<file path="src/rtl/mem_pipe_pkg.sv">
// memory pipeline shared definitions
// widths, memory depth and the opcode/state encodings used by both stages

`default_nettype none

package mem_pipe_pkg;

localparam int XLEN       = 32;                  // data and address width
localparam int REG_IDX_W  = 5;
localparam int DMEM_WORDS = 256;
localparam int DMEM_AW    = $clog2(DMEM_WORDS);  // word address width
localparam int BE_W       = XLEN / 8;            // byte lanes per word

typedef enum logic [1:0] {
    MEM_NONE  = 2'd0,
    MEM_LOAD  = 2'd1,
    MEM_STORE = 2'd2
} mem_op_e;

typedef enum logic [1:0] {
    SIZE_BYTE = 2'd0,
    SIZE_HALF = 2'd1,
    SIZE_WORD = 2'd2
} mem_size_e;

// writeback value source
typedef enum logic [1:0] {
    RD_SRC_ALU = 2'd0,
    RD_SRC_CSR = 2'd1,
    RD_SRC_MEM = 2'd2
} rd_src_e;

typedef enum logic {
    ST_RUN  = 1'b0,
    ST_TRAP = 1'b1
} ctrl_state_e;

endpackage : mem_pipe_pkg

`default_nettype wire

</file>
<file path="src/rtl/mem_stage2.sv">
// memory stage two
// extracts and extends load data, picks the writeback value
// and forwards it, always available

`timescale 1ns/100ps
`default_nettype none

module mem_stage2
    import mem_pipe_pkg::*;
(
    input  wire logic                 clk,
    input  wire logic                 rst_n,
    input  wire logic                 stall,
    input  wire logic                 m2_flush,
    input  wire logic                 m1_valid,
    input  wire logic [XLEN-1:0]      m1_alu_result,
    input  wire logic [XLEN-1:0]      m1_csr_old_val,
    input  wire logic [REG_IDX_W-1:0] m1_rd_idx,
    input  wire logic                 m1_rd_we,
    input  wire rd_src_e              m1_rd_src,
    input  wire mem_op_e              m1_mem_op,
    input  wire mem_size_e            m1_mem_size,
    input  wire logic                 m1_mem_signed,
    input  wire logic [XLEN-1:0]      mem_rdata,
    output logic                      wb_valid,
    output logic [REG_IDX_W-1:0]      wb_rd_idx,
    output logic                      wb_rd_we,
    output logic [XLEN-1:0]           wb_data,
    output logic                      fwd2_we,
    output logic [REG_IDX_W-1:0]      fwd2_idx,
    output logic [XLEN-1:0]           fwd2_val
);

logic [XLEN-1:0] alu_q;
logic [XLEN-1:0] csr_q;
logic [XLEN-1:0] rdata_q;
rd_src_e         rd_src_q;
mem_size_e       size_q;
logic            signed_q;
logic [7:0]      byte_sel;
logic [15:0]     half_sel;
logic [XLEN-1:0] load_val;

// a flush while stalled still has to empty this stage
always_ff @(posedge clk) begin
    if (!rst_n) begin
        wb_valid <= 1'b0;
    end else if (!stall) begin
        wb_valid <= m1_valid;
    end else if (m2_flush) begin
        wb_valid <= 1'b0;
    end
end

always_ff @(posedge clk) begin
    if (!stall) begin
        alu_q     <= m1_alu_result;
        csr_q     <= m1_csr_old_val;
        wb_rd_idx <= m1_rd_idx;
        wb_rd_we  <= m1_rd_we;
        rd_src_q  <= m1_rd_src;
        size_q    <= m1_mem_size;
        signed_q  <= m1_mem_signed;
        if (m1_mem_op == MEM_LOAD) begin
            rdata_q <= mem_rdata;  // read word only matters for loads
        end
    end
end

assign byte_sel = rdata_q[{alu_q[1:0], 3'b000} +: 8];
assign half_sel = alu_q[1] ? rdata_q[31:16] : rdata_q[15:0];

always_comb begin
    unique case (size_q)
        SIZE_BYTE: load_val = {{(XLEN-8){signed_q & byte_sel[7]}}, byte_sel};
        SIZE_HALF: load_val = {{(XLEN-16){signed_q & half_sel[15]}}, half_sel};
        default:   load_val = rdata_q;
    endcase
end

always_comb begin
    unique case (rd_src_q)
        RD_SRC_CSR: wb_data = csr_q;
        RD_SRC_MEM: wb_data = load_val;
        default:    wb_data = alu_q;
    endcase
end

assign fwd2_we  = wb_valid && wb_rd_we;
assign fwd2_idx = wb_rd_idx;
assign fwd2_val = wb_data;

endmodule : mem_stage2

`default_nettype wire

</file>
<file path="config.mk">
export PLATFORM = sky130hd
export DESIGN_NAME = mem_stage2
export DESIGN_NICKNAME = d
export VERILOG_FILES = /design/src/rtl/mem_pipe_pkg.sv /design/src/rtl/mem_stage2.sv
export SDC_FILE = /design/constraint.sdc
export NUM_CORES = 1
export LEC_CHECK = 0
export BUFFER_PORTS_ARGS = -buffer_cell sky130_fd_sc_hd__buf_2
export CAP_MARGIN = 10
export CORE_ASPECT_RATIO = 1.4
export CORE_MARGIN = 3
export CORE_UTILIZATION = 41
export DETAILED_ROUTE_END_ITERATION = 6
export MAX_ROUTING_LAYER = met4
export PLACE_DENSITY = 0.75
export SYNTH_ARGS = -nofsm -noshare
export SYNTH_HDL_FRONTEND = slang
export SYNTH_SLANG_ARGS = --single-unit
</file>
<file path="constraint.sdc">
create_clock -name clk -period 7.8 [get_ports clk]
set_input_delay 0.39 -clock clk [delete_from_list [all_inputs] [get_ports clk]]
set_output_delay 0.39 -clock clk [all_outputs]
set_load 0.03 [all_outputs]
</file>
# Word level (Yosys, flattened, before mapping)
# Index checks and enable logic that the tools add are counted.
# W data, S select, Z words.
[word_totals]
reg_bits = 108
in_bits = 114
output_inout_bits = 77
elab_cells = 26
[op_classes]
eq_ne = 5
shift = 1
n_mux = 5
n_bitwise = 3
n_reduce_logical = 3
[ops]
columns = ["operator", "n"]
rows = [
  ["$pmux W32 S2", 2],
  ["$shiftx A32 B6 Y8", 1],
  ["$mux W16", 1],
  ["$eq A2 B1 Y1 const B", 3],
  ["$and A1 B1 Y1", 2],
  ["$eq A2 B2 Y1 const B", 1],
  ["$logic_not A2 Y1", 1],
  ["$mux W1", 2],
  ["$ne A2 B1 Y1 const B", 1],
  ["$reduce_and A2 Y1", 1],
  ["$logic_and A1 B1 Y1", 1],
  ["$not A1 Y1", 1],
]

# Depth between registers and ports, before layout
# Gate-level depths: netlist (run 1).
[depth]
depth_word = 4
mapped_depth = 11
ltp_nobuf = 6

# Worst setup path after synthesis (run 1)
# No wires, ideal clock.
[synth_timing]
path_kind = "input -> register"
start = "input port stall"
end = "register rdata_q[0], enable pin"
setup_time_ns = 0.468
arrival_time_ns = 2.793
required_time_ns = 7.332
setup_slack_ns = 4.539
stages = 1
path_buffers = 0
cell_sequence = "nor3b_1"
[synth_via]
elab_chain_len = 2
[synth_rtl]
columns = ["element", "line", "source"]
rows = [
  ["start, declared", "mem_stage2.sv:13", "input wire logic stall,"],
  ["$not A1 Y1 (no line)", "n/a", ""],
  ["$reduce_and A2 Y1 (no line)", "n/a", ""],
  ["end signal, assigned", "mem_stage2.sv:65", "rdata_q <= mem_rdata;"],
  ["end, declared", "mem_stage2.sv:36", "logic [XLEN-1:0] rdata_q;"],
]
# Every way passes these cells.
# A chain may end at the register's enable or synchronous reset.

# Final worst setup path (run 1)
[layout_timing]
start = "register alu_q[1]"
end = "output port fwd2_val[22]"
[layout_via]
elab_chain_len = 4
word_cells_on_any_way = 6
classes_between = "shift: 1; mux: 3; bitwise: 2"
[layout_rtl]
columns = ["element", "line", "source"]
rows = [
  ["start, declared", "mem_stage2.sv:34", "logic [XLEN-1:0] alu_q;"],
  ["start signal, assigned", "mem_stage2.sv:57", "alu_q <= m1_alu_result;"],
  ["$shiftx A32 B6 Y8 or $mux W16 (tied branches)", "mem_stage2.sv:70, mem_stage2.sv:71", ""],
  ["$and A1 B1 Y1, on equally long branches", "mem_stage2.sv:75, mem_stage2.sv:76", ""],
  ["$pmux W32 S2 (*)", "mem_stage2.sv:74", "unique case (size_q)"],
  ["$pmux W32 S2 (*)", "mem_stage2.sv:82", "unique case (rd_src_q)"],
  ["end, declared", "mem_stage2.sv:31", "output logic [XLEN-1:0] fwd2_val"],
]
# Every way passes the cells marked *; elsewhere a longest branch is shown, timed or not.

==> out/qor.csv, run 1 <==
metric;value;unit
max_slew_margin;35.64;%
critPathMaxFanout;16;
drt_first_pass_iters;4;
setup_tns;0;ns
drc;0;
slowest_delay;0.77;ns
clock_skew;0;ns
internal_power;1.017;mW
setup_viol;0;
final_cell_mix;buf_2, edfxtp_1, nand2_1, nor2_1, a21oi_1;
path_depth;5;
overflow;0;
gp_congestion;0.7872;
grtUsageTotal;19.17;%
vias;3414;
synthArstFlopShare;0;%
htree_num_levels;3;
cts_tree;yes;
layout-drive-gt1-share;44.70;%
clk_pin_slew;0.07;ns
worstRegToRegCells;2;
rsz0062_at_grt;false;
worstHoldPathType;input port to flip-flop;
reg2reg_from;wb_valid$_SDFFE_PN0P_;
num_rows;46;
cts_sinks;108;
grt_pass1_vias;3439;
postCtsResizedCells;0;
cts_setup_buffers;0;
critPathBufInv;1;
path_delay_family;simple AND/OR/NAND/NOR gates;
critPathCaptureType;output port;
fmax;313.8;MHz
leakagePower;2.435;nW
wl_per_cell;18.22;um
die_x;97.86;um
slew_violations;0;
synth_flop_cell;edfxtp_1;
cts_buffers;9;
vdd_drop_max;0.1228;mV
multiInputGateArea;0.001207;mm^2
reg2reg_slack;7.13;ns
portBuffers;190;
cp_cell_sequence;mux2i_1 -> mux2i_1 -> nand4_1 -> nand2_1 -> buf_2;
seqPwrFrac;47.3;%
start_kind;flip-flop;
powerDensity;252.7;mW/mm^2
die_height;134.6;um
cpMostUsedCell;mux2i_1;
clock_latency;0.34;ns
netlist_instances;368;
combPwrFrac;23.5;%
ios;191;
hold_viol_final;0;
min_period;3.187;ns
avgSynthCellArea;13.16;um^2
arrival;2.80;ns
crit_end;fwd2_val[22];
sw_frac_of_total;31.75;%
postRouteAntennaNets;0;
critPathRequiredTime;7.41;ns
totalWireLength;12100;um
coreArea;0.01145;mm^2
slowest_stage;nand4_1;
area_growth;21.80;%
root_buffer;clkbuf_16;
initial_utilization;42.29;%
layout_commonest_cell;buf_2;
synth_area;0.004843;mm^2
viasPerCell;5.142;
fin_nets;630;
clk_path_buf_depth;2;
critPathKind;flip-flop to output port;
die_area;0.01317;mm^2
status;complete, no violations;
seqCellArea;0.003233;mm^2
worst_slew_pin_slew;0.9626;ns
switchingPower;0.4733;mW
ys_ff_latch;108;
fillers;1036;
yosys_warnings;0;
grt_max_degree;73;
startpoint;alu_q[1]$_DFFE_PN_;
cap_violations;0;
ys_types;35;
pwr-share-clk;29.2;%
yosysSeqAreaShare;66.75;%
grt_pass1_wl;18700;um
synth_nets;484;
drt_iter0_drc;175;
final_util;51.51;%
synth_edf_count;107;
reg2reg_to;wb_valid$_SDFFE_PN0P_;
dp.final_hpwl;8776;um
ctsHoldBuffers;0;
fin_crit_sh;40.86;%
antenna_found_initial;1;
==> cell usage after synthesis (2+ instances only) <==
cell	instances	share of area (%)
clkbuf_1	12	0.93
o221ai_1	4	0.72
a21oi_1	26	2.7
a31oi_1	7	0.90
mux2_2	4	0.93
nor2_1	34	2.6
a221oi_1	10	1.8
buf_6	3	0.70
o21ai_0	15	1.5
buf_4	38	5.9
o211ai_1	4	0.62
inv_1	4	0.31
mux2i_1	7	1.4
nand3b_1	2	0.31
a211oi_1	4	0.62
nor2b_1	5	0.65
buf_2	3	0.31
nand2_1	52	4.0
ha_1	2	0.52
a221oi_2	10	3.1
and2_1	2	0.26
edfxtp_1	107	66
==> flip-flops by register name, indices dropped and copies added (netlist names) <==
register and cells:
alu_q 32, csr_q 32, rdata_q 32, fwd2_idx 5, rd_src_q 2, size_q 2, signed_q 1, wb_rd_we 1
wb_valid 1
==> final cells by class <==
type | instances | area share [%]
diodes | 1 | 0.04242
clock buffers | 10 | 4.051
clock inverters | 6 | 0.8059
inverters | 4 | 0.2757
multi-input cells | 198 | 20.47
flip-flops and latches | 108 | 54.80
well taps | 144 | 3.054
repair buffers | 193 | 16.50
==> worst min-delay path by stage <==
stage	from	endpoint	depth (start not counted)
detailed placement	wb_valid$_SDFFE_PN0P_	wb_valid$_SDFFE_PN0P_	2
finish	m1_csr_old_val[8]	csr_q[8]$_DFFE_PN_	1
global placement	wb_valid$_SDFFE_PN0P_	wb_valid$_SDFFE_PN0P_	2
floorplan	m1_alu_result[0]	alu_q[0]$_DFFE_PN_	0
CTS	m1_alu_result[12]	alu_q[12]$_DFFE_PN_	1
global route	mem_rdata[7]	rdata_q[7]$_DFFE_PP_	1
==> power groups by stage <==
stage	sequential, mW	clock [mW]	combinational, mW
after global placement	0.716	0	0.348
final	0.705	0.435	0.350
after floorplan	0.715	0	0.282
after global routing	0.709	0.481	0.376
after detailed placement	0.719	0	0.353
after CTS	0.705	0.450	0.354
==> worst register-to-register path: stages, from the launching register on <==
cell and delay (ns):
dfxtp_1 0.35, nand3b_1 0.09, a21boi_0 0.16
==> metrics by stage <==
stage	setup WS, ns	total power, mW	hold WS [ns]	instance area, um^2	std cells
CTS	4.525	1.509	0.2023	5897	663
floorplan	4.539	0.9969	0.4889	4843	368
global route	4.356	1.566	0.1959	5899	664
global placement	5.054	1.064	0.4877	5610	647
detailed placement	4.915	1.072	0.5210	5610	647
finish	4.613	1.491	0.2171	5899	664
==> kinds of logic after synthesis <==
group	Yosys count	share of synthesized area, %
adder cells (fa/ha/maj)	2	0.5166
flip-flops	108	66.75
multiplexers	11	2.377
AND/OR/NAND/NOR	103	9.351
AO/OA/AOI/OAI	82	12.48
buffers and inverters	62	8.524
==> routing by layer <==
layer	GRT usage (%)	share of wire (%)	vias to the layer above
met5	-	0	-
met4	6.620	2.2	0
met3	3.463	6.6	15
met2	31.67	51	161
met1	23.86	40	1610
li1	-	-	1628
Note: power is estimated with default switching activity, not from simulation.
==> run 2, diff against run 1 <==
==> constraint.sdc (replaced) <==
create_clock -name clk -period 3.2 [get_ports clk]
set_input_delay 0.16 -clock clk [delete_from_list [all_inputs] [get_ports clk]]
set_output_delay 0.16 -clock clk [all_outputs]
set_load 0.03 [all_outputs]
==> out/qor.csv, run 2 (synthesized netlist as in run 1, its figures left out) <==
metric;value;unit;change
cp_cell_sequence;mux2i_1 -> o221ai_2 -> a21oi_1 -> o21ai_0 -> buf_2;;
drt_iter0_drc;173;;-1.1%
postRouteAntennaNets;0;;unchanged
rsz0062_at_grt;false;;
clock_skew;0;ns;unchanged
reg.largest.list;alu_q x32, csr_q x32, rdata_q x32;;
layout-drive-gt1-share;37.14;%;-7.6 points
start_kind;flip-flop;;
portBuffers;190;;unchanged
fin_nets;741;;+18%
fin_cells;775;;+17%
arrival;2.42;ns;-0.38 ns
grt_max_degree;42;;-42%
post-place-ws;1.001;ns;-3.913 ns
drc;0;;unchanged
grt_pass1_vias;4106;;+19%
wl_per_cell;17.88;um;-1.9%
grtUsageTotal;21.63;%;+2.5 points
post_dp_cell_area;0.005640;mm^2;+0.54%
dp.final_hpwl;9036;um;+3.0%
placedCellCount;651;;+0.62%
clk_pin_slew;0.07;ns;about the same
coreArea;0.01145;mm^2;unchanged
max_slew_margin;58.06;%;+22 points
clock_latency;0.34;ns;about the same
clk_path_buf_depth;2;;unchanged
setup_tns;0;ns;unchanged
critPathCaptureType;output port;;
totalWireLength;13860;um;+15%
reg2reg_from;wb_valid$_SDFFE_PN0P_;;
final_cell_mix;buf_2, edfxtp_1, dlygate4sd3_1, nand2_1, nor2_1;;
htree_num_levels;3;;unchanged
die_x;97.86;um;unchanged
critPathMaxFanout;13;;-3
viasPerCell;4.987;;-3.0%
critPathRequiredTime;3.04;ns;-4.37 ns
vdd_drop_max;0.4103;mV;+230%
num_rows;46;;unchanged
overflow;0;;unchanged
cts_sinks;108;;unchanged
worst_hold_startpoint;rst_n;;
min_period;2.578;ns;
critPathKind;flip-flop to output port;;
gp_congestion;0.7943;;+0.90%
status;complete, no violations;;
slowest_stage;edfxtp_1;;
hold_viol_final;0;;unchanged
vias;3865;;+13%
cts_buffers;9;;unchanged
setup_viol;0;;unchanged
postCtsResizedCells;0;;unchanged
leakagePower;2.901;nW;+19%
power;3.792;mW;+150%
grt_pass1_wl;21330;um;+14%
root_buffer;clkbuf_16;;
startpoint;alu_q[1]$_DFFE_PN_;;
area_growth;44.67;%;
die_height;134.6;um;unchanged
cts_tree;yes;;
layout_setup_ws;0.6223;ns;-3.990 ns
slowest_delay;0.75;ns;-0.02 ns
worst_slew_pin_slew;0.6291;ns;-0.3335 ns
cap_violations;0;;unchanged
die_area;0.01317;mm^2;unchanged
cts_setup_buffers;0;;unchanged
fin_crit_sh;80.55;%;
layout_commonest_cell;buf_2;;
drt_first_pass_iters;5;;+1
initial_utilization;42.29;%;unchanged
ios;191;;unchanged
worstHoldPathType;input port to flip-flop;;
powerDensity;541.2;mW/mm^2;+110%
fmax;387.9;MHz;
slew_violations;0;;unchanged
final_cell_area;0.007007;mm^2;+19%
antenna_found_initial;1;;unchanged
[run 2: metal layers]
metal  part of all wire (%)  global-route usage [%]  vias up
met3                    5.3                   3.669       16
met2                     55                   39.05      163
li1                       -                       -     1843
met4                    1.4                   5.928        0
met5                      0                       -        -
met1                     38                   24.78     1843
[run 2: through the flow]
step	hold WS (ns)	util [%]
4_1_cts	0.0006718	61.07
3_3_place_gp	0.3369	49.25
5_1_grt	0.07684	61.18
3_5_place_dp	0.3381	49.25
2_1_floorplan	0.2589	-
6_report	0.07513	61.18
[run 2: layout make-up]
type                    instances  area (um^2)
clock buffers                  10        229.0
fillers                       899         4447
multi-input cells             198         1207
clock inverters                 6        63.81
well taps                     144        180.2
inverters                       4        16.27
repair buffers                304         2074
flip-flops and latches        108         3233
diodes                          1        2.502
[run 2: final timing paths]
check | end | slack [ns] | cells after the start
max reg2reg | wb_valid$_SDFFE_PN0P_ | 2.49 | 2
min reg2reg | wb_valid$_SDFFE_PN0P_ | 0.55 | 2
min | wb_valid$_SDFFE_PN0P_ | 0.08 | 2
max | fwd2_val[9] | 0.62 | 5
[run 2: worst max-delay path: cells and delay by family, from the launching register on]
kind | cells | cell delay (ns)
muxes | 1 | 0.25
DFF | 1 | 0.75
AOI/OAI and AO/OA | 3 | 0.80
buffers and inverters | 1 | 0.27
[run 2: report_power, final]
group	internal [mW]	switching (mW)	total, mW
clock network	0.608	0.491	1.10
registers	1.67	0.0547	1.72
logic	0.348	0.625	0.973
total	2.62	1.17	3.79
[run 2: repair_timing]
item	in CTS	in global routing
endpoints found under the hold margin	106	1
setup endpoints to repair	0	0
hold buffers	106	1
