==> src/rtl/mem_pipe_pkg.sv <==
// memory pipeline shared definitions
// widths, memory depth and the opcode/state encodings used by both stages

`default_nettype none

package mem_pipe_pkg;

localparam int XLEN       = 32;                  // data and address width
localparam int REG_IDX_W  = 5;
localparam int DMEM_WORDS = 256;
localparam int DMEM_AW    = $clog2(DMEM_WORDS);  // word address width
localparam int BE_W       = XLEN / 8;            // byte lanes per word

typedef enum logic [1:0] {
    MEM_NONE  = 2'd0,
    MEM_LOAD  = 2'd1,
    MEM_STORE = 2'd2
} mem_op_e;

typedef enum logic [1:0] {
    SIZE_BYTE = 2'd0,
    SIZE_HALF = 2'd1,
    SIZE_WORD = 2'd2
} mem_size_e;

// writeback value source
typedef enum logic [1:0] {
    RD_SRC_ALU = 2'd0,
    RD_SRC_CSR = 2'd1,
    RD_SRC_MEM = 2'd2
} rd_src_e;

typedef enum logic {
    ST_RUN  = 1'b0,
    ST_TRAP = 1'b1
} ctrl_state_e;

endpackage : mem_pipe_pkg

`default_nettype wire

==> src/rtl/mem_pipe_ctrl.sv <==
// memory pipeline hazard control
// trap FSM for misaligned accesses, global stall and per-stage squash

`timescale 1ns/100ps
`default_nettype none

module mem_pipe_ctrl
    import mem_pipe_pkg::*;
(
    input  wire logic            clk,
    input  wire logic            rst_n,
    input  wire logic            wb_stall,
    input  wire logic            flush,
    input  wire logic            trap_ack,
    input  wire logic            m1_branch,
    input  wire logic            m1_misalign,
    input  wire logic [XLEN-1:0] m1_pc,
    output logic                 stall,
    output logic                 m1_flush,
    output logic                 m2_flush,
    output logic                 ready,
    output logic                 trap,
    output logic [XLEN-1:0]      trap_pc
);

ctrl_state_e state_q;
logic        take_trap;  // misaligned op leaving stage one

assign trap      = (state_q == ST_TRAP);
assign stall     = wb_stall || trap;  // trap freezes intake until acked
assign ready     = !stall;
assign take_trap = m1_misalign && !stall;

// squash only acts when the pipe moves, except for an explicit flush
assign m1_flush = flush || ((m1_branch || m1_misalign) && !stall);
assign m2_flush = flush || take_trap;

always_ff @(posedge clk) begin
    if (!rst_n) begin
        state_q <= ST_RUN;
    end else begin
        unique case (state_q)
            ST_RUN:  state_q <= take_trap ? ST_TRAP : ST_RUN;
            ST_TRAP: state_q <= trap_ack ? ST_RUN : ST_TRAP;
            default: state_q <= ST_RUN;
        endcase
    end
end

always_ff @(posedge clk) begin
    if (take_trap) begin
        trap_pc <= m1_pc;  // faulting pc, held through the trap
    end
end

assert property (@(posedge clk) disable iff (!rst_n) trap_ack |-> state_q == ST_TRAP)
    else $error("trap_ack outside of trap state");

// the faulting op must be gone from stage one once the trap is taken
assert property (@(posedge clk) disable iff (!rst_n) state_q == ST_TRAP |-> !m1_misalign)
    else $error("misaligned access in stage one while trapped");

endmodule : mem_pipe_ctrl

`default_nettype wire

==> config.mk <==
export PLATFORM = sky130hd
export DESIGN_NAME = mem_pipe_ctrl
export DESIGN_NICKNAME = d
export VERILOG_FILES = /design/src/rtl/mem_pipe_pkg.sv /design/src/rtl/mem_pipe_ctrl.sv
export SDC_FILE = /design/constraint.sdc
export NUM_CORES = 1
export LEC_CHECK = 0
export ABC_CLOCK_PERIOD_IN_PS = 2290
export BUFFER_PORTS_ARGS = -buffer_cell sky130_fd_sc_hd__buf_2
export CELL_PAD_IN_SITES_DETAIL_PLACEMENT = 0
export CELL_PAD_IN_SITES_GLOBAL_PLACEMENT = 1
export CORE_MARGIN = 3
export CORE_UTILIZATION = 30
export DETAILED_ROUTE_END_ITERATION = 10
export PLACE_DENSITY = 0.82
export SLEW_MARGIN = 20
export SYNTH_ARGS = -nofsm -noshare
export SYNTH_HDL_FRONTEND = slang
export SYNTH_SLANG_ARGS = --single-unit
export TNS_END_PERCENT = 10
==> constraint.sdc <==
create_clock -name clk -period 2.29 [get_ports clk]
set_clock_uncertainty 0.15 [all_clocks]
set_input_delay 0.458 -clock clk [delete_from_list [all_inputs] [get_ports clk]]
set_output_delay 0.458 -clock clk [all_outputs]
set_load 0.005 [all_outputs]
---- Yosys cells after proc, flatten, opt, wreduce, memory -nomap -nowiden ----
Cells that the tools add are included.
storage, ports and cells
  output and inout port bits .............. 37
  register bits after elaboration ......... 33
  input port bits ......................... 39
  logic and storage cells ................. 13
operators by class
  reductions and logical operators ........ 7
  bitwise gates (word level) .............. 1
  muxes and demuxes ....................... 3
operator list
  cell                                count
  logical OR 1 bit                    4
  logical AND 1 bit                   2
  2-to-1 mux 1 bit                    2
  one-hot mux 1 bit (2 select lines)  1
  zero test 1 bit                     1
  NOT 1 bit                           1

---- Depth between registers and ports, before layout ----
Gate-level depths: netlist of run 1.
  word-level depth ........................ 5
  mapped depth ............................ 3
  depth with buffers taken out ............ 3

---- Least setup slack after synthesis of run 1 ----
OpenSTA, ideal clock, no wires.
  path kind ............................... input to output
  from .................................... input port m1_misalign
  to ...................................... output port m2_flush
  buffers on the path ..................... 0
  cell stages on the path ................. 2
  arrival ................................. 1.594 ns
  slack ................................... 0.088 ns
  data required time ...................... 1.682 ns
  cells stage by stage .................... nor3b_4 or2_1
between the ends
  longest elaborated chain between the ends .. 2
RTL lines
  what               line                 source
  from (decl)        mem_pipe_ctrl.sv:16  input wire logic m1_misalign,
  logical AND 1 bit  mem_pipe_ctrl.sv:32  assign take_trap = m1_misalign && !stall;
  logical OR 1 bit   mem_pipe_ctrl.sv:36  assign m2_flush = flush || take_trap;
  to (decl)          mem_pipe_ctrl.sv:20  output logic m2_flush,
No other way between the ends.

---- Worst setup path after layout of run 1 ----
  from .................................... register state_q, in the netlist trap
  to ...................................... output port m2_flush
between the ends
  longest elaborated chain between the ends .. 4
RTL lines
  what                    line                 source
  from (decl)             mem_pipe_ctrl.sv:26  ctrl_state_e state_q;
  from (signal assigned)  mem_pipe_ctrl.sv:43  ST_RUN: state_q <= take_trap ? ST_TRAP : ST_RUN;
  from (signal assigned)  mem_pipe_ctrl.sv:44  ST_TRAP: state_q <= trap_ack ? ST_RUN : ST_TRAP;
  logical OR 1 bit        mem_pipe_ctrl.sv:30  assign stall = wb_stall || trap;
  zero test 1 bit         mem_pipe_ctrl.sv:32
  logical AND 1 bit       mem_pipe_ctrl.sv:32
  named net take_trap     mem_pipe_ctrl.sv:27  logic take_trap;
  logical OR 1 bit        mem_pipe_ctrl.sv:36
The timed path passes the listed nets, and every way through them passes these cells.

==> impl_summary.txt, run 1 <==
----------------------------------------------------
[Status]
  Result of the run ... finished clean

[Final layout]
  Commonest non-fill, non-tap cells in the layout ... 75 x buf_2, 32 x edfxtp_1, 5 x clkbuf_4
  Number of diodes added for antenna fixing ... 0
  Filler cell count in the final layout ... 302
  Growth of design area from synthesis to finish ... 46.39%
  Most frequent standard cell in the layout excluding fill and tap cells ... buf_2
  Share of cells above drive strength 1 ... 66.94%
  Count of non-filler cells in the finished layout ... 168
  Number of nets in the final layout ... 163

[Setup path]
  Path type of the worst setup path ... reg2out
  Kind of start point of the critical path ... flip-flop
  Slack of the worst reg-to-reg path ... 0.81 ns
  Critical path capture point type ... output pin
  Crit path required time ... 1.68 ns
  Peak fanout along the critical path ... 4
  R2r worst-path depth ... 2
  Reg2Reg Launch Point ... trap
  Endpoint of the worst register-to-register path ... trap_pc[13]
  Arrival time of the worst setup path ... 1.14 ns

[Global routing]
  Initial antenna violation count ... 0
  Overall fraction of global-route tracks in use ... 10.76%
  Total congestion overflow after global routing ... 0
  First-pass GRT wire length ... 3229 um
  Largest net degree at the start of global routing ... 34
  Vias in the first global route ... 720

[Yosys]
  Post-Synthesis Mean Instance Area ... 25.39 um^2
  Post-Synth Adder-Cell Area ... 0%
  Proportion of synthesized area in mux cells ... 0%
  Synth Area in Compound Gates ... 1.442%
  Post-synthesis instance area ... 0.001041 mm^2
  Total of warnings raised by yosys ... 0
  Count of cell types in the netlist ... 10
  Area share of xor/xnor cells in the synthesized design ... 0%
  Sequential element share of the synthesized area ... 94.23%
  Cells after Synth ... 41
  Synthesized flop and latch total ... 33
  Post-Synthesis Net Count ... 80
  Largest family of logic cells by synthesized area ... simple AND/OR/NAND/NOR gates
  Simple-Gate Fraction of Synth Area ... 3.966%

[STA]
  Setup Total Neg Slack ... 0 ns
  Slew Limit Headroom ... 72.38%
  Max-slew violation total from the final report ... 0
  Highest attainable clock frequency ... 572.2 MHz
  Crit share post-route ... 76.32%
  Final Critical Period ... 1.748 ns
  Actual transition at the worst max-transition pin ... 0.4143 ns
  Setup repair after global routing missed its margin ... no
  Number of endpoints failing setup at the final stage ... 0
  Hold Violations, Final ... 0

[Drt]
  Vias per cell ... 4.054
  DR WL/cell ... 12.76 um
  DR iter-0 viols ... 26
  DRC Markers ... 0
  Detailed-routing iteration count for the pre-antenna-repair pass ... 2
  Routed Wire Length ... 2144 um
  Count of nets left with antenna violations after detail routing ... 0
  Total number of vias ... 681

[Hold path]
  Path category of the worst min-delay check ... in2reg
  WHS Path Cells ... 1
  Endpoint with the worst hold slack ... trap_pc[16]
  Worst min-delay path startpoint ... m1_pc[16]

[Die]
  Floorplan die width ... 64.91 um
  Number of ports placed on the die boundary ... 76
  Area of the core ... 0.003178 mm^2
  Die Y ... 64.91 um
  Die ar. ... 0.004213 mm^2
  Number of core rows ... 20
  Initial standard-cell utilization of the core ... 32.76%

[Pwr]
  Leak Pwr ... 0.0006576 uW
  Ratio of total power to cell area ... 699.4 mW/mm^2
  Max rail drop VDD ... 324.3 uV

[Clock network]
  CTS-repair resized insts ... 0
  Clk_lat worst skew ... 0.31 ns
  Clock sinks ... 33
  CTS buffer count ... 5
  Setup fix buffers added after clock tree synthesis ... 0
  TritonCTS clock tree ... built
  Clock tree root buffer cell ... clkbuf_4
  Clock input transition at the sequential cells of the worst setup and hold paths ... 0.09 ns
  Maximum root-to-sink buffer count ... 2
  Cts hold-fix bufs ... 0
  Total number of H-tree levels ... 2

[Place]
  IO buf count ... 75
  Post-DP HPWL ... 1643 um
  Placed cells ... 161
  Weighted congestion at the end of routability-driven global placement ... 0.7126

[Flow run]
  Max-cap violations ... 0

----------------------------------------------------
-- cell type report --
| class | count | area [um^2] | share of cell area (%) |
|---|---|---|---|
| flip-flops and latches | 33 | 980.9 | 64.37 |
| well taps | 44 | 55.05 | 3.612 |
| clock inverters | 1 | 3.754 | 0.2463 |
| repair buffers | 76 | 382.9 | 25.12 |
| clock buffers | 6 | 41.29 | 2.709 |
| multi-input cells | 7 | 56.30 | 3.695 |
| inverters | 1 | 3.754 | 0.2463 |
-- Yosys cell counts --
master / number / area (um^2)
dfxtp_1: 1 / 20.02
edfxtp_1: 32 / 960.9
inv_1: 1 / 3.750
nor2_1: 1 / 3.750
nor2_2: 1 / 6.260
nor2b_1: 1 / 6.260
nor3b_4: 1 / 18.77
o21a_1: 1 / 7.510
o21bai_1: 1 / 7.510
or2_1: 1 / 6.260
-- registers in the layout, summed over array words and instances (netlist names) --
| name | cells |
|---|---|
| trap_pc | 32 |
| trap | 1 |
-- cell families after synthesis --
group           count (synthesis)
buf+inv                         1
simple gates                    5
flops                          33
compound gates                  2
-- power breakdown --
group          total, uW  switching [uW]  internal, uW
clock network        282             170           111
registers            699            6.43           693
logic               84.9            38.5          46.4
-- metrics by stage --
stage	cell area [um^2]	util, %	setup WS, ns	hold slack (ns)	total power (uW)
finish	1524	47.95	0.5422	0.1593	1066
global route	1524	47.95	0.4320	0.1147	1129
CTS	1524	47.95	0.5055	0.1331	1092
detailed placement	1479	46.54	0.5973	0.4861	801.0
global placement	1479	46.54	0.6424	0.4852	796.5
floorplan	1041	-	0.08828	0.4069	735.3
-- how the worst max path moves through the flow --
stage | from | end | slack (ns) | cells past startpoint
finish | trap | m2_flush | 0.54 | 3
detailed placement | wb_stall | trap_pc[12] | 0.60 | 3
global placement | wb_stall | trap_pc[16] | 0.64 | 3
global route | trap | m2_flush | 0.43 | 3
floorplan | m1_misalign | m2_flush | 0.09 | 2
CTS | trap | m2_flush | 0.51 | 3
-- metal layers --
layer  GRT usage (%)  wire length [um]
met4           4.749                 0
met2           18.77              1148
met1           9.379               675
met5               0                 0
met3           7.279               320
-- critical path: stages (launching register included) --
cell and delay (ns):
dfxtp_1 0.44, nor3b_4 0.07, or2_1 0.20, buf_2 0.12
Power figures use the tool's default switching activity.
==> run 2, diff against run 1 <==
Settings changed: ABC_CLOCK_PERIOD_IN_PS 2290 to 1450, CORE_UTILIZATION 30 to 27, PLACE_DENSITY 0.82 to 0.78.
Clock period 2.29 ns to 1.45 ns, I/O delays scaled along.
==> impl_summary.txt, run 2 (synthesized netlist as in run 1, its figures left out) <==
----------------------------------------------------
[Status]
  Result of the run ... complete, but fails checks
  Violated checks ... setup timing

[Final layout]
  Most frequent standard cell in the layout excluding fill and tap cells ... buf_2
  Number of nets in the final layout ... 165
  Number of flip-flops under the largest register name ... 32
  Commonest non-fill, non-tap cells in the layout ... 75 x buf_2, 32 x edfxtp_1, 5 x clkbuf_8
  Share of cells above drive strength 1 ... 69.05%
  Register name with the most flops ... trap_pc
  Utilization after layout ... 45.27%
  Area of all placed cells without fillers ... 0.001594 mm^2
  Growth of design area from synthesis to finish ... 53.13%
  Number of diodes added for antenna fixing ... 0

[Drt]
  DR iter-0 viols ... 5
  Total number of vias ... 696
  DR WL/cell ... 12.22 um
  Count of nets left with antenna violations after detail routing ... 0
  DRC Markers ... 0
  Detailed-routing iteration count for the pre-antenna-repair pass ... 3
  Routed Wire Length ... 2102 um
  Vias per cell ... 4.047

[Clock network]
  Clock tree root buffer cell ... clkbuf_8
  Total number of H-tree levels ... 2
  Clock input transition at the sequential cells of the worst setup and hold paths ... 0.06 ns
  Clock sinks ... 33
  Clk_lat worst skew ... 0.27 ns
  Cts hold-fix bufs ... 0
  Maximum root-to-sink buffer count ... 2
  CTS buffer count ... 5
  TritonCTS clock tree ... built

[Hold path]
  WHS Path Cells ... 1
  Path category of the worst min-delay check ... in2reg
  Worst min-delay path startpoint ... m1_pc[12]
  Endpoint with the worst hold slack ... trap_pc[12]

[Die]
  Die Y ... 68.10 um
  Number of ports placed on the die boundary ... 76
  Area of the core ... 0.003521 mm^2
  Die ar. ... 0.004637 mm^2
  Initial standard-cell utilization of the core ... 29.57%
  Floorplan die width ... 68.10 um
  Number of core rows ... 21

[Setup path]
  Peak fanout along the critical path ... 4
  Critical path capture point type ... output pin
  Path type of the worst setup path ... reg2out
  Reg2Reg Launch Point ... trap
  Arrival time of the worst setup path ... 1.04 ns
  Slack of the worst reg-to-reg path ... 0.07 ns
  Kind of start point of the critical path ... flip-flop
  Crit path required time ... 1.01 ns
  Endpoint of the worst register-to-register path ... trap_pc[23]
  R2r worst-path depth ... 3

[Global routing]
  Total congestion overflow after global routing ... 0
  First-pass GRT wire length ... 3063 um
  Vias in the first global route ... 716
  Largest net degree at the start of global routing ... 18
  Overall fraction of global-route tracks in use ... 9.693%
  Initial antenna violation count ... 0

[STA]
  Post-layout worst setup margin ... -0.02587 ns
  Actual transition at the worst max-transition pin ... 0.1920 ns
  Number of endpoints failing setup at the final stage ... 2
  Setup Total Neg Slack ... -0.02604 ns
  Hold slack ... 0.04163 ns
  Max-slew violation total from the final report ... 0
  Crit share post-route ... 101.8%
  Slew Limit Headroom ... 87.20%
  Setup repair after global routing missed its margin ... yes
  Final Critical Period ... 1.476 ns
  Hold Violations, Final ... 0
  Highest attainable clock frequency ... 677.6 MHz

[Flow run]
  Max-cap violations ... 0

[Pwr]
  Max rail drop VDD ... 574.7 uV
  Ratio of total power to cell area ... 1158 mW/mm^2
  Leak Pwr ... 0.0006850 uW

[Place]
  Total placed instance area ... 0.001503 mm^2
  Weighted congestion at the end of routability-driven global placement ... 0.6840
  IO buf count ... 75
  Post-placement setup slack ... 0.002478 ns
  Post-DP HPWL ... 1757 um

----------------------------------------------------
[run 2: what timing repair did]
| action | CTS | global route |
|---|---|---|
| setup buffers | 1 | 0 |
| cloned | 0 | 0 |
| pin swaps | 4 | 2 |
| setup endpoints to repair | 2 | 18 |
| resized for setup | 3 | 0 |
[run 2: worst max-delay path by stage]
stage,end,slack (ns),startpoint,cells past startpoint
2_1_floorplan,m2_flush,-0.47,trap,2
3_3_place_gp,trap_pc[23],0.03,wb_stall,3
3_5_place_dp,trap_pc[23],0.002,wb_stall,3
4_1_cts,m2_flush,-0.06,trap,3
5_1_grt,m2_flush,-0.09,trap,3
6_report,m2_flush,-0.03,trap,3
[run 2: routing by layer]
metal  up-vias  routed length [um]  global-route usage, %
met4         0                  31                  6.700
li1        325                   -                      -
met2        57                1021                  15.28
met3         4                 385                  7.389
met1       310                 663                  8.360
met5         -                   0                      0
[run 2: area by class of cell]
type / count / area, um^2
fill: 337 / 1927
sequential: 33 / 984.7
timing repair buffer: 78 / 410.4
clock buffer: 6 / 72.57
multi-input combinational: 7 / 61.31
tap: 46 / 57.56
clock inverter: 1 / 3.754
inverter: 1 / 3.754
[run 2: power by group]
group	total (uW)	leakage, uW	switching (uW)	internal (uW)
registers	1110	0.000308	11.4	1100
clock network	594	0.0000387	272	322
logic	145	0.000339	62.8	82.7
[run 2: stage by stage]
stage / std cells / total power, uW
finish: 172 / 1847
global route: 172 / 1939
CTS: 172 / 1882
detailed placement: 164 / 1273
global placement: 164 / 1268
floorplan: 41 / 1162
[run 2: critical path: stages, from the launching register on]
cell     delay [ns]
dfxtp_4        0.38
nor3b_4        0.05
or2_1          0.21
buf_2          0.12
==> run 3, diff against run 2 <==
Settings changed: SETUP_SLACK_MARGIN set to 0.2.
==> impl_summary.txt, run 3 (synthesized netlist as in run 1, its figures left out) <==
----------------------------------------------------
[Setup path]
  Critical path capture point type ... output pin
  Crit path required time ... 1.01 ns
  Arrival time of the worst setup path ... 1.04 ns
  Kind of start point of the critical path ... flip-flop
  Path type of the worst setup path ... reg2out
  Peak fanout along the critical path ... 4

[STA]
  Highest attainable clock frequency ... 676.6 MHz
  Final Critical Period ... 1.478 ns
  Slew Limit Headroom ... 89.75%
  Number of endpoints failing setup at the final stage ... 2
  Actual transition at the worst max-transition pin ... 0.1536 ns
  Crit share post-route ... 101.9%
  Hold Violations, Final ... 0
  Post-layout worst setup margin ... -0.02792 ns
  Max-slew violation total from the final report ... 0
  Setup repair after global routing missed its margin ... yes

[Global routing]
  Largest net degree at the start of global routing ... 18
  First-pass GRT wire length ... 3180 um
  Total congestion overflow after global routing ... 0
  Initial antenna violation count ... 0
  Vias in the first global route ... 725
  Overall fraction of global-route tracks in use ... 9.972%

[Final layout]
  Growth of design area from synthesis to finish ... 56.61%
  Number of nets in the final layout ... 166
  Area of all placed cells without fillers ... 0.001630 mm^2
  Commonest non-fill, non-tap cells in the layout ... 73 x buf_2, 32 x edfxtp_1, 5 x clkbuf_8
  Share of cells above drive strength 1 ... 69.29%
  Utilization after layout ... 46.30%
  Most frequent standard cell in the layout excluding fill and tap cells ... buf_2
  Number of diodes added for antenna fixing ... 0
  Filler cell count in the final layout ... 333
  Register name with the most flops ... trap_pc
  Number of flip-flops under the largest register name ... 32

[Flow run]
  Max-cap violations ... 0

[Clock network]
  CTS buffer count ... 5
  Cts hold-fix bufs ... 0
  Clock input transition at the sequential cells of the worst setup and hold paths ... 0.06 ns
  Total number of H-tree levels ... 2
  Clock sinks ... 33
  Maximum root-to-sink buffer count ... 2
  Clock tree root buffer cell ... clkbuf_8
  TritonCTS clock tree ... built
  Clk_lat worst skew ... 0.27 ns

[Drt]
  Count of nets left with antenna violations after detail routing ... 0
  Detailed-routing iteration count for the pre-antenna-repair pass ... 3
  Total number of vias ... 707
  Routed Wire Length ... 2150 um
  Vias per cell ... 4.087
  DR WL/cell ... 12.43 um
  DR iter-0 viols ... 11
  DRC Markers ... 0

[Die]
  Die ar. ... 0.004637 mm^2
  Area of the core ... 0.003521 mm^2
  Initial standard-cell utilization of the core ... 29.57%
  Number of ports placed on the die boundary ... 76
  Number of core rows ... 21
  Floorplan die width ... 68.10 um
  Die Y ... 68.10 um

[Hold path]
  Path category of the worst min-delay check ... in2reg

[Place]
  Weighted congestion at the end of routability-driven global placement ... 0.6840
  IO buf count ... 75
  Total placed instance area ... 0.001503 mm^2
  Post-DP HPWL ... 1757 um

[Pwr]
  Ratio of total power to cell area ... 1141 mW/mm^2
  Max rail drop VDD ... 567.1 uV
  Leak Pwr ... 0.0006988 uW

[Status]
  Result of the run ... complete, but fails checks
  Violated checks ... setup timing

----------------------------------------------------
run 3: final timing paths:
kind | startpoint | endpoint | slack [ns] | depth (start not counted)
worst min-delay path | m1_pc[12] | trap_pc[12] | 0.04 | 1
worst min register to register | trap | trap | 0.51 | 2
worst max register to register | trap | trap_pc[20] | 0.14 | 3
worst max-delay path | trap | m2_flush | -0.03 | 3
run 3: worst max-delay path, cell delays in order, from the launching register on:
cell and delay, ns:
dfxtp_4 0.38, nor3b_4 0.05, or2_1 0.21, buf_2 0.12
run 3: metal layers:
layer	GRT usage [%]	share of wire, %	vias up
met5	0	0	-
met4	6.700	1.4	0
met3	7.061	17	4
met2	16.00	49	57
met1	8.783	32	319
li1	-	-	327
run 3: what timing repair did:
item	in CTS	in global routing
gates resized for setup	8	2
gates cloned	0	0
pin swaps	4	2
endpoints found under the setup margin	20	44
setup buffers	2	0
run 3: power by group:
| part | internal (uW) | switching (uW) | total, uW |
|---|---|---|---|
| clock | 322 | 269 | 591 |
| combinational | 94.7 | 66.5 | 161 |
| sequential | 1100 | 11.5 | 1110 |
run 3: layout make-up:
type	instances	area (um^2)	share of cell area (%)
clock buffers	6	72.57	4.451
clock inverters	1	3.754	0.2302
inverters	1	3.754	0.2302
multi-input cells	7	61.31	3.761
flip-flops and latches	33	984.7	60.40
well taps	46	57.56	3.530
repair buffers	79	446.7	27.40
run 3: stage by stage:
| step | hold slack, ns | worst slack [ns] | TNS [ns] | cells | total power, uW |
|---|---|---|---|---|---|
| 5_1_grt | 0.02302 | -0.09383 | -0.1623 | 173 | 1955 |
| 6_report | 0.04163 | -0.02792 | -0.04451 | 173 | 1860 |
| 3_5_place_dp | 0.3181 | 0.002478 | 0 | 164 | 1273 |
| 2_1_floorplan | 0.2389 | -0.4673 | -11.96 | 41 | 1162 |
| 3_3_place_gp | 0.3164 | 0.02900 | 0 | 164 | 1268 |
| 4_1_cts | 0.02833 | -0.05999 | -0.08209 | 173 | 1892 |
